--- src/common/ahb_pkg.sv ---
`default_nettype none

package ahb_pkg;

  // ==========================================================================
  // Bus geometry
  // ==========================================================================
  localparam int ahb_addr_width = 32;
  localparam int ahb_data_width = 32;
  localparam int num_masters    = 2;
  // Mapped slaves only, default slave comes on top
  localparam int num_slaves     = 2;
  localparam int regfile_words  = 16;

  // Index widths derived from the counts above
  localparam int master_idx_width   = $clog2(num_masters);
  localparam int regfile_addr_width = $clog2(regfile_words);

  // ==========================================================================
  // Address map, inclusive bounds
  // ==========================================================================
  // Highest slave first in the concatenation
  localparam logic [num_slaves-1:0][ahb_addr_width-1:0] slave_base =
    {32'h0000_1000, 32'h0000_0000};
  localparam logic [num_slaves-1:0][ahb_addr_width-1:0] slave_limit =
    {32'h0000_103F, 32'h0000_003F};

  // Transfer type as carried on htrans
  typedef enum logic [1:0] {
    IDLE   = 2'b00,
    BUSY   = 2'b01,
    NONSEQ = 2'b10,
    SEQ    = 2'b11
  } htrans_e;

  // No SPLIT or RETRY, so one bit is enough
  typedef enum logic {
    OKAY  = 1'b0,
    ERROR = 1'b1
  } hresp_e;

  // Master request, hwdata rides one phase behind the rest
  typedef struct packed {
    logic [ahb_addr_width-1:0] haddr;
    htrans_e                   htrans;
    logic                      hwrite;
    logic [2:0]                hsize;
    logic [ahb_data_width-1:0] hwdata;
    // Alignment bit, always zero
    logic                      rsvd;
  } ahb_req_t;

  // Slave response
  typedef struct packed {
    logic [ahb_data_width-1:0] hrdata;
    logic                      hready;
    hresp_e                    hresp;
  } ahb_resp_t;

endpackage

`default_nettype wire

--- src/ahb_decoder/ahb_decoder.sv ---
`timescale 1ns/1ps
`default_nettype none

module ahb_decoder import ahb_pkg::*; (
  input  logic [ahb_addr_width-1:0] haddr,
  input  htrans_e                   htrans,
  output logic [num_slaves-1:0]     hsel,
  output logic                      default_sel
);

  // ==========================================================================
  // Address match per slave
  // ==========================================================================
  logic [num_slaves-1:0] slave_hit;
  // Only real transfers select anything
  logic                  xfer_active;

  always_comb begin
    for (int i = 0; i < num_slaves; i++) begin
      // Both bounds inclusive
      slave_hit[i] = (haddr >= slave_base[i]) && (haddr <= slave_limit[i]);
    end
  end

  // IDLE and BUSY excluded here
  assign xfer_active = (htrans == NONSEQ) || (htrans == SEQ);

  // ==========================================================================
  // Select outputs
  // ==========================================================================
  // Address map has no overlaps, so at most one bit
  assign hsel = xfer_active ? slave_hit : '0;

  // Hole in the map goes to the default slave
  assign default_sel = xfer_active && (slave_hit == '0);

endmodule

`default_nettype wire

--- src/ahb_arbiter/ahb_arbiter.sv ---
`timescale 1ns/1ps
`default_nettype none

module ahb_arbiter import ahb_pkg::*; (
  input  logic                   hclk,
  input  logic                   rst,
  input  ahb_req_t               master_req [num_masters],
  input  logic [num_masters-1:0] busreq,
  input  logic                   hready_in,
  output logic [num_masters-1:0] hgrant,
  output ahb_req_t               bus_req
);

  // ==========================================================================
  // Ownership state
  // ==========================================================================
  // Round-robin pointer, index of the address-phase owner
  logic [master_idx_width-1:0] addr_owner;
  // Owner of the transfer now in its data phase
  logic [master_idx_width-1:0] data_owner;
  logic [master_idx_width-1:0] next_owner;
  logic [master_idx_width-1:0] cand;

  // Next owner search
  always_comb begin
    next_owner = addr_owner;
    cand       = addr_owner;
    if (!busreq[addr_owner]) begin
      // Nobody asking, park on master 0
      next_owner = '0;
      // Walk backwards so the nearest requester wins
      for (int k = num_masters - 1; k >= 1; k--) begin
        cand = master_idx_width'((int'(addr_owner) + k) % num_masters);
        if (busreq[cand]) begin
          next_owner = cand;
        end
      end
    end
  end

  // Grant only moves on hready high
  always_ff @(posedge hclk) begin
    if (rst) begin
      addr_owner <= '0;
      data_owner <= '0;
      hgrant     <= num_masters'(1);
    end else if (hready_in) begin
      addr_owner <= next_owner;
      // Accepted address phase becomes the data phase
      data_owner <= addr_owner;
      hgrant     <= num_masters'(1) << next_owner;
    end
  end

  // ==========================================================================
  // Master multiplexing
  // ==========================================================================
  always_comb begin
    bus_req        = master_req[addr_owner];
    // Write data lags by one phase
    bus_req.hwdata = master_req[data_owner].hwdata;
    bus_req.rsvd   = 1'b0;
  end

endmodule

`default_nettype wire

--- src/verilog/ahb_default_slave.sv ---
`timescale 1ns/1ps
`default_nettype none

module ahb_default_slave import ahb_pkg::*; (
  input  logic      hclk,
  input  logic      rst,
  input  logic      default_sel,
  input  logic      hready_in,
  output ahb_resp_t resp
);

  // ==========================================================================
  // Two-cycle ERROR FSM
  // ==========================================================================
  typedef enum logic [1:0] {
    S_IDLE,
    // First ERROR cycle, hready low
    S_ERR_LOW,
    // Second ERROR cycle, hready high
    S_ERR_HIGH
  } state_e;

  state_e state;

  always_ff @(posedge hclk) begin
    if (rst) begin
      state <= S_IDLE;
    end else begin
      case (state)
        S_ERR_LOW: state <= S_ERR_HIGH;
        // Back-to-back unmapped accesses restart the sequence
        default:   state <= (default_sel && hready_in) ? S_ERR_LOW : S_IDLE;
      endcase
    end
  end

  // Outputs straight from the state register
  assign resp.hrdata = '0;
  assign resp.hready = (state != S_ERR_LOW);
  assign resp.hresp  = (state == S_IDLE) ? OKAY : ERROR;

endmodule

`default_nettype wire

--- src/verilog/ahb_regfile_slave.sv ---
`timescale 1ns/1ps
`default_nettype none

module ahb_regfile_slave import ahb_pkg::*; (
  input  logic      hclk,
  input  logic      rst,
  input  logic      hsel,
  input  ahb_req_t  bus_req,
  input  logic      hready_in,
  output ahb_resp_t resp
);

  // ==========================================================================
  // Storage and data-phase state
  // ==========================================================================
  logic [ahb_data_width-1:0]     mem [regfile_words];
  logic [regfile_addr_width-1:0] dp_idx;
  logic [ahb_data_width-1:0]     hrdata_q;
  logic                          accept;
  // Write data phase pending
  logic                          wr_pend;
  // Read wait state, drives hready low
  logic                          rd_wait;

  // Address phase taken only when the bus is ready
  assign accept = hsel && hready_in;

  always_ff @(posedge hclk) begin
    if (rst) begin
      wr_pend <= 1'b0;
      rd_wait <= 1'b0;
    end else begin
      wr_pend <= accept && bus_req.hwrite;
      rd_wait <= accept && !bus_req.hwrite;
    end
  end

  // Word index from haddr[5:2]
  always_ff @(posedge hclk) begin
    if (accept) begin
      dp_idx <= bus_req.haddr[2 +: regfile_addr_width];
    end
    // Read data lands for the second data cycle
    if (rd_wait) begin
      hrdata_q <= mem[dp_idx];
    end
  end

  // Register file, cleared on reset
  always_ff @(posedge hclk) begin
    if (rst) begin
      for (int i = 0; i < regfile_words; i++) begin
        mem[i] <= '0;
      end
    end else if (wr_pend && hready_in) begin
      mem[dp_idx] <= bus_req.hwdata;
    end
  end

  assign resp.hrdata = hrdata_q;
  assign resp.hready = !rd_wait;
  assign resp.hresp  = OKAY;

endmodule

`default_nettype wire

--- src/verilog/ahb_slave_mux.sv ---
`timescale 1ns/1ps
`default_nettype none

module ahb_slave_mux import ahb_pkg::*; (
  input  logic                  hclk,
  input  logic                  rst,
  input  logic [num_slaves-1:0] hsel,
  input  logic                  default_sel,
  input  logic                  hready_in,
  input  ahb_resp_t             slave_resp [num_slaves],
  input  ahb_resp_t             default_resp,
  output ahb_resp_t             bus_resp
);

  // ==========================================================================
  // Data-phase owner
  // ==========================================================================
  logic [num_slaves-1:0] dp_hsel;
  logic                  dp_default;

  // Follows the address phase that was just accepted
  always_ff @(posedge hclk) begin
    if (rst) begin
      dp_hsel    <= '0;
      dp_default <= 1'b0;
    end else if (hready_in) begin
      dp_hsel    <= hsel;
      dp_default <= default_sel;
    end
  end

  // ==========================================================================
  // Response select
  // ==========================================================================
  always_comb begin
    // No owner, zero-wait OKAY
    bus_resp.hrdata = '0;
    bus_resp.hready = 1'b1;
    bus_resp.hresp  = OKAY;
    for (int i = 0; i < num_slaves; i++) begin
      if (dp_hsel[i]) begin
        bus_resp = slave_resp[i];
      end
    end
    if (dp_default) begin
      bus_resp = default_resp;
    end
  end

endmodule

`default_nettype wire

--- src/verilog/ahb_bus.sv ---
`timescale 1ns/1ps
`default_nettype none

module ahb_bus import ahb_pkg::*; (
  input  logic                   hclk,
  input  logic                   rst,
  input  ahb_req_t               master_req [num_masters],
  input  logic [num_masters-1:0] busreq,
  output logic [num_masters-1:0] hgrant,
  output ahb_resp_t              bus_resp
);

  // ==========================================================================
  // Internal bus
  // ==========================================================================
  ahb_req_t              bus_req;
  logic [num_slaves-1:0] hsel;
  logic                  default_sel;
  ahb_resp_t             slave_resp [num_slaves];
  ahb_resp_t             default_resp;

  // Master side
  ahb_arbiter i_arbiter (
    .hclk       (hclk),
    .rst        (rst),
    .master_req (master_req),
    .busreq     (busreq),
    .hready_in  (bus_resp.hready),
    .hgrant     (hgrant),
    .bus_req    (bus_req)
  );

  // Address-phase decode
  ahb_decoder i_decoder (
    .haddr       (bus_req.haddr),
    .htrans      (bus_req.htrans),
    .hsel        (hsel),
    .default_sel (default_sel)
  );

  // ==========================================================================
  // Slaves
  // ==========================================================================
  ahb_regfile_slave i_slave0 (
    .hclk      (hclk),
    .rst       (rst),
    .hsel      (hsel[0]),
    .bus_req   (bus_req),
    .hready_in (bus_resp.hready),
    .resp      (slave_resp[0])
  );

  ahb_regfile_slave i_slave1 (
    .hclk      (hclk),
    .rst       (rst),
    .hsel      (hsel[1]),
    .bus_req   (bus_req),
    .hready_in (bus_resp.hready),
    .resp      (slave_resp[1])
  );

  // Catches the holes in the map
  ahb_default_slave i_default_slave (
    .hclk        (hclk),
    .rst         (rst),
    .default_sel (default_sel),
    .hready_in   (bus_resp.hready),
    .resp        (default_resp)
  );

  // Response back to all masters
  ahb_slave_mux i_slave_mux (
    .hclk         (hclk),
    .rst          (rst),
    .hsel         (hsel),
    .default_sel  (default_sel),
    .hready_in    (bus_resp.hready),
    .slave_resp   (slave_resp),
    .default_resp (default_resp),
    .bus_resp     (bus_resp)
  );

endmodule

`default_nettype wire

--- config.mk ---
export PLATFORM = sky130hd
export DESIGN_NAME = ahb_bus
export DESIGN_NICKNAME = d
export VERILOG_FILES = /design/src/common/ahb_pkg.sv /design/src/ahb_decoder/ahb_decoder.sv /design/src/ahb_arbiter/ahb_arbiter.sv /design/src/verilog/ahb_default_slave.sv /design/src/verilog/ahb_regfile_slave.sv /design/src/verilog/ahb_slave_mux.sv /design/src/verilog/ahb_bus.sv
export SDC_FILE = /design/constraint.sdc
export NUM_CORES = 2
export LEC_CHECK = 0
export BUFFER_PORTS_ARGS = -buffer_cell sky130_fd_sc_hd__buf_2
export CAP_MARGIN = 0
export CORE_MARGIN = 2
export CORE_UTILIZATION = 55
export CTS_CLUSTER_SIZE = 28
export DETAILED_ROUTE_END_ITERATION = 6
export GPL_TIMING_DRIVEN = 0
export PLACE_DENSITY = 0.76
export SETUP_SLACK_MARGIN = 0.4
export SYNTH_ARGS = -nofsm -noshare
export SYNTH_HDL_FRONTEND = slang
export SYNTH_HIERARCHICAL = 1
export SYNTH_SLANG_ARGS = --single-unit
export TNS_END_PERCENT = 5
--- constraint.sdc ---
create_clock -name hclk -period 4.65 [get_ports hclk]
set_input_delay 0.2325 -clock hclk [delete_from_list [all_inputs] [get_ports hclk]]
set_output_delay 0.2325 -clock hclk [all_outputs]
set_load 0.01 [all_outputs]
* After elaboration in Yosys (flattened, before gate mapping)
Memory sizes are Yosys's and may differ from the RTL's. A register that Yosys moved wholly into a read port is not among the register bits.
Index checks and enable logic that the tools add are counted.
Widths: inputs -> output; s select.
** Operators by class
- Add/subtract/negate cells :: 1
- $lt $le $gt $ge :: 8
- Equal/unequal tests :: 4
- Shift-type cells :: 1
- Mux-type cells :: 33
- Bitwise logic cells :: 2
- Reductions and logical operators :: 21
** Operators by type and width (count)
- $mux 71 :: 3
- $mux 34 :: 3
- $mux 33 :: 3
- $mux 32 :: 2
- $reduce_or 32->1 :: 2
- $ge 32x1->1 const B :: 1
- $ge 32x13->1 const B :: 1
- $le 32x13->1 const B :: 1
- $le 32x6->1 const B :: 1
- $mux 1 :: 18
- $logic_and 1x1->1 :: 12
- $mux 4 :: 2
- $eq 2x2->1 const B :: 2
- $ge 2x2->1 const B :: 2
- $logic_not 2->1 :: 2
- $lt 1x2->1 const B :: 2
- $mux 2 :: 2
- $not 1->2 :: 2
- $logic_not 1->1 :: 3
- $eq 2x1->1 const B :: 1
- $ne 2x1->1 const B :: 1
- $reduce_or 2->1 :: 1
- $shl 1x1->2 const A :: 1
- $add 1x1->1 const B :: 1
- $logic_or 1x1->1 :: 1
** Storage, ports and cells
- Register bits after elaboration :: 21
- Memory bits (writable) :: 1024
- Bits of input ports :: 146
- Memories :: 2
** Memory list
- i_slave0.mem :: depth 16, width 32, read ports 1, clocked after memory_dff 1, wr ports 16, line ahb_regfile_slave.sv:16 : logic [ahb_data_width-1:0] mem [regfile_words];
- i_slave1.mem :: depth 16, width 32, read ports 1, clocked after memory_dff 1, wr ports 16, line ahb_regfile_slave.sv:16

* Depth between registers and ports, before layout
- Depth in word-level cells :: 11
- Mapped depth :: 10

* Hierarchy
Netlist, hierarchy kept.
** By module, submodules not included
- ahb_regfile_slave (i_slave0) :: times used 1, cells each 1572, area each 23253.6 um2
- ahb_regfile_slave (i_slave1) :: times used 1, cells each 1570, area each 23191.0 um2
- ahb_arbiter :: times used 1, cells each 94, area each 1107.3 um2
- ahb_slave_mux :: times used 1, cells each 163, area each 1086.0 um2
- ahb_default_slave :: times used 1, cells each 39, area each 317.8 um2
- ahb_decoder :: times used 1, cells each 14, area each 83.8 um2

* Worst setup path before layout
Ideal clock, no wire load.
- Path kind :: reg-to-reg
- From :: register i_slave0.rd_wait
- To :: memory i_slave1.mem[11][0] (enable)
- Data arrival time :: 4068 ps
- Path slack :: 154 ps
- Stages on the path, launching flop included :: 9
- Buffers on the path :: 2
- Cells stage by stage :: dfxtp_1 > inv_1 > nor3b_1 > o31ai_2 > nand4b_1 > or2_2 > buf_2 > clkbuf_1 > o21bai_1
** RTL lines
- start: declaration :: line ahb_regfile_slave.sv:23 : logic rd_wait;
- start signal: assignment :: line ahb_regfile_slave.sv:34 : rd_wait <= accept && !bus_req.hwrite;
- end: declaration :: line ahb_regfile_slave.sv:16

==> results_dict.tcl <==
set metrics [dict create \
    drive_gt1_frac 0.233 \
    syn_inst 3444 \
    max_clock_freq_mhz 253 \
    syn_area_sq_um 49000 \
    tightest_slew_ps 1040 \
    start_util 0.555 \
    cp-start-kind "flip-flop" \
    io_pins 182 \
    cts-root-buf "clkbuf_16" \
    clk_pin_slew_ps 60 \
    cts_tree "built" \
    htree_levels 3 \
    yosysWarningCount 6 \
    insertion_delay_ps 680 \
    wl_per_cell_um 27.9 \
    drtIter0Drc 5198 \
    vias 31800 \
    power.density_nw_per_um2 375 \
    rows 109 \
    cts.sinks 1108 \
    pre_cts_slack_ps 413 \
    worst_setup_path_end_kind "flip-flop" \
    critPathKind "flip-flop to flip-flop" \
    syn_area_per_cell_sq_um 14.2 \
    grt_max_degree 34 \
    grt_setup_unrepaired "no" \
    power_mw 20.9 \
    vias_per_cell 6.30 \
    numPortBuffers 167 \
    cp.required_ps 5040 \
    finalNonFillerCells 5039 \
    clk_path_buf_depth 3 \
    hold_class "input port to flip-flop" \
    antenna_found_initial 9 \
    cap_viol_max_count 0 \
    irDropWorstVdd_mv 0.333 \
    cts_buffers 106 \
    cts_setup_buffers 0 \
    area_delta_synth_final_pct 13.6 \
    finalHoldViolations 0 \
    dr.pass1.iters 6 \
    rr_worst_depth 10 \
    nets 3929 \
    outcome "finished, final reports clean" \
    routabilityCongestion 0.863 \
    dp_hpwl_um 93500 \
    relSlewSlack 0.308 \
    wl_um 141000 \
    fin_crit_sh 0.849 \
    grt_first_pass_wirelength_um 201000 \
    ant_nets 0 \
    min_period_ps 3950 \
    cp.arrival_ps 4340 \
    crit_fanout 33 \
    fp.dieH_um 302 \
    track_usage 0.308 \
    worst_slack_ps 701 \
    fin_worst_skew_ps 24.7 \
    dpl.cell_count 4831 \
    drv_slew 0 \
    die_width_um 302 \
    grt_pass1_vias 30800 \
    core-area_sq_um 88200 \
    die_area_sq_um 91400 \
    leakagePower_nw 19.0 \
    overflow 0 \
    drc_errors 0 \
    hold_depth 2 \
    setup_viol 0 \
]
-- final timing paths --
path | endpoint | start | slack (ps)
worst max-delay path | i_slave1/mem[11][30] | i_slave0/rd_wait | 700
worst min-delay path | i_slave1/dp_idx[3] | master_req[44] | 40
worst max register to register | i_slave1/mem[11][30] | i_slave0/rd_wait | 700
worst min register to register | i_default_slave/state[1] | i_default_slave/state[0] | 490
-- critical path, cell delays in order (launching register included) --
cell and delay, ps:
dfxtp_2 810, inv_1 90, nor3b_1 340, o31ai_4 130, buf_8 180, nand4b_1 160
or2_2 130, buf_2 200, clkbuf_1 800, clkbuf_1 640, nor2_1 150
-- through the flow --
stage	area, sq um	TNS, ps	hold WS (ps)	util
4_1_cts	55600	0	9.87	0.630
2_1_floorplan	49100	0	304	-
5_1_grt	55600	0	32.4	0.630
6_report	55600	0	39.1	0.630
3_5_place_dp	52100	0	473	0.591
3_3_place_gp	51400	-1141010	465	0.582
-- placed cells by master, fill, tap and decap left out, types with 5 or more instances in the layout --
master and instances:
edfxtp_1 1096, nor2_1 1035, nand2_1 328, buf_2 277, mux4_2 256, a22oi_1 128, clkbuf_1 120, clkbuf_16 110
buf_4 58, a21oi_1 49, nor2b_1 39, mux2_2 35, conb_1 34, nand3b_1 34, mux2_4 29, buf_1 21
buf_6 20, clkinv_1 19, a21oi_2 18, clkinv_2 16, a21o_2 16, o21bai_4 16, buf_12 12, buf_16 11
dfxtp_1 10, bufinv_16 9, dlygate4sd3_1 9, inv_1 7, nand2b_1 7, nor3_1 6, nor4_1 5
-- flip-flops by register name, indices dropped and copies added, names as in the netlist, named ones only --
| signal | cells |
|---|---|
| i_slave0/hrdata_q | 32 |
| i_default_slave/state | 2 |
| i_slave0/mem | 512 |
| i_slave1/wr_pend | 1 |
| i_slave1/rd_wait | 1 |
| i_slave1/dp_idx | 4 |
| i_arbiter/data_owner | 1 |
| i_slave_mux/dp_default | 1 |
| i_slave0/wr_pend | 1 |
| i_slave1/mem | 512 |
| i_slave0/rd_wait | 1 |
| i_arbiter/hgrant | 1 |
| i_slave1/hrdata_q | 32 |
| i_slave_mux/dp_hsel | 2 |
| i_slave0/dp_idx | 4 |
-- repair_timing --
| action | in CTS | in global routing |
|---|---|---|
| hold buffers | 9 | 0 |
| hold endpoints to repair | 12 | 0 |
| setup endpoints to repair | 1 | 0 |
| gates resized for setup | 1 | 0 |
-- report_power, final --
part / leakage [nW] / switching (mW) / internal [mW] / total (mW)
Sequential: 11.3 / 0.0876 / 11.2 / 11.3
Clock: 1.63 / 3.62 / 4.82 / 8.45
Combinational: 6.02 / 0.705 / 0.390 / 1.09
-- cell type report --
type | instances | area (sq um)
diodes | 4 | 10.0
plain buffers | 295 | 1610
clock buffers | 144 | 2880
clock inverters | 51 | 485
fillers | 6213 | 32600
inverters | 8 | 30.0
multi-input cells | 2064 | 14500
flip-flops and latches | 1108 | 33200
well taps | 1165 | 1460
repair buffers | 200 | 1480
-- layer usage --
metal	global-route usage	vias to the layer above	wire length (um)	share of wire
li1	-	13200	-	-
met1	0.434	15600	49800	0.35
met2	0.451	2641	62500	0.44
met3	0.107	271	23900	0.17
met4	0.108	8	4560	0.032
met5	0	-	69	0.00049
Note: power is estimated with default switching activity, not from simulation.
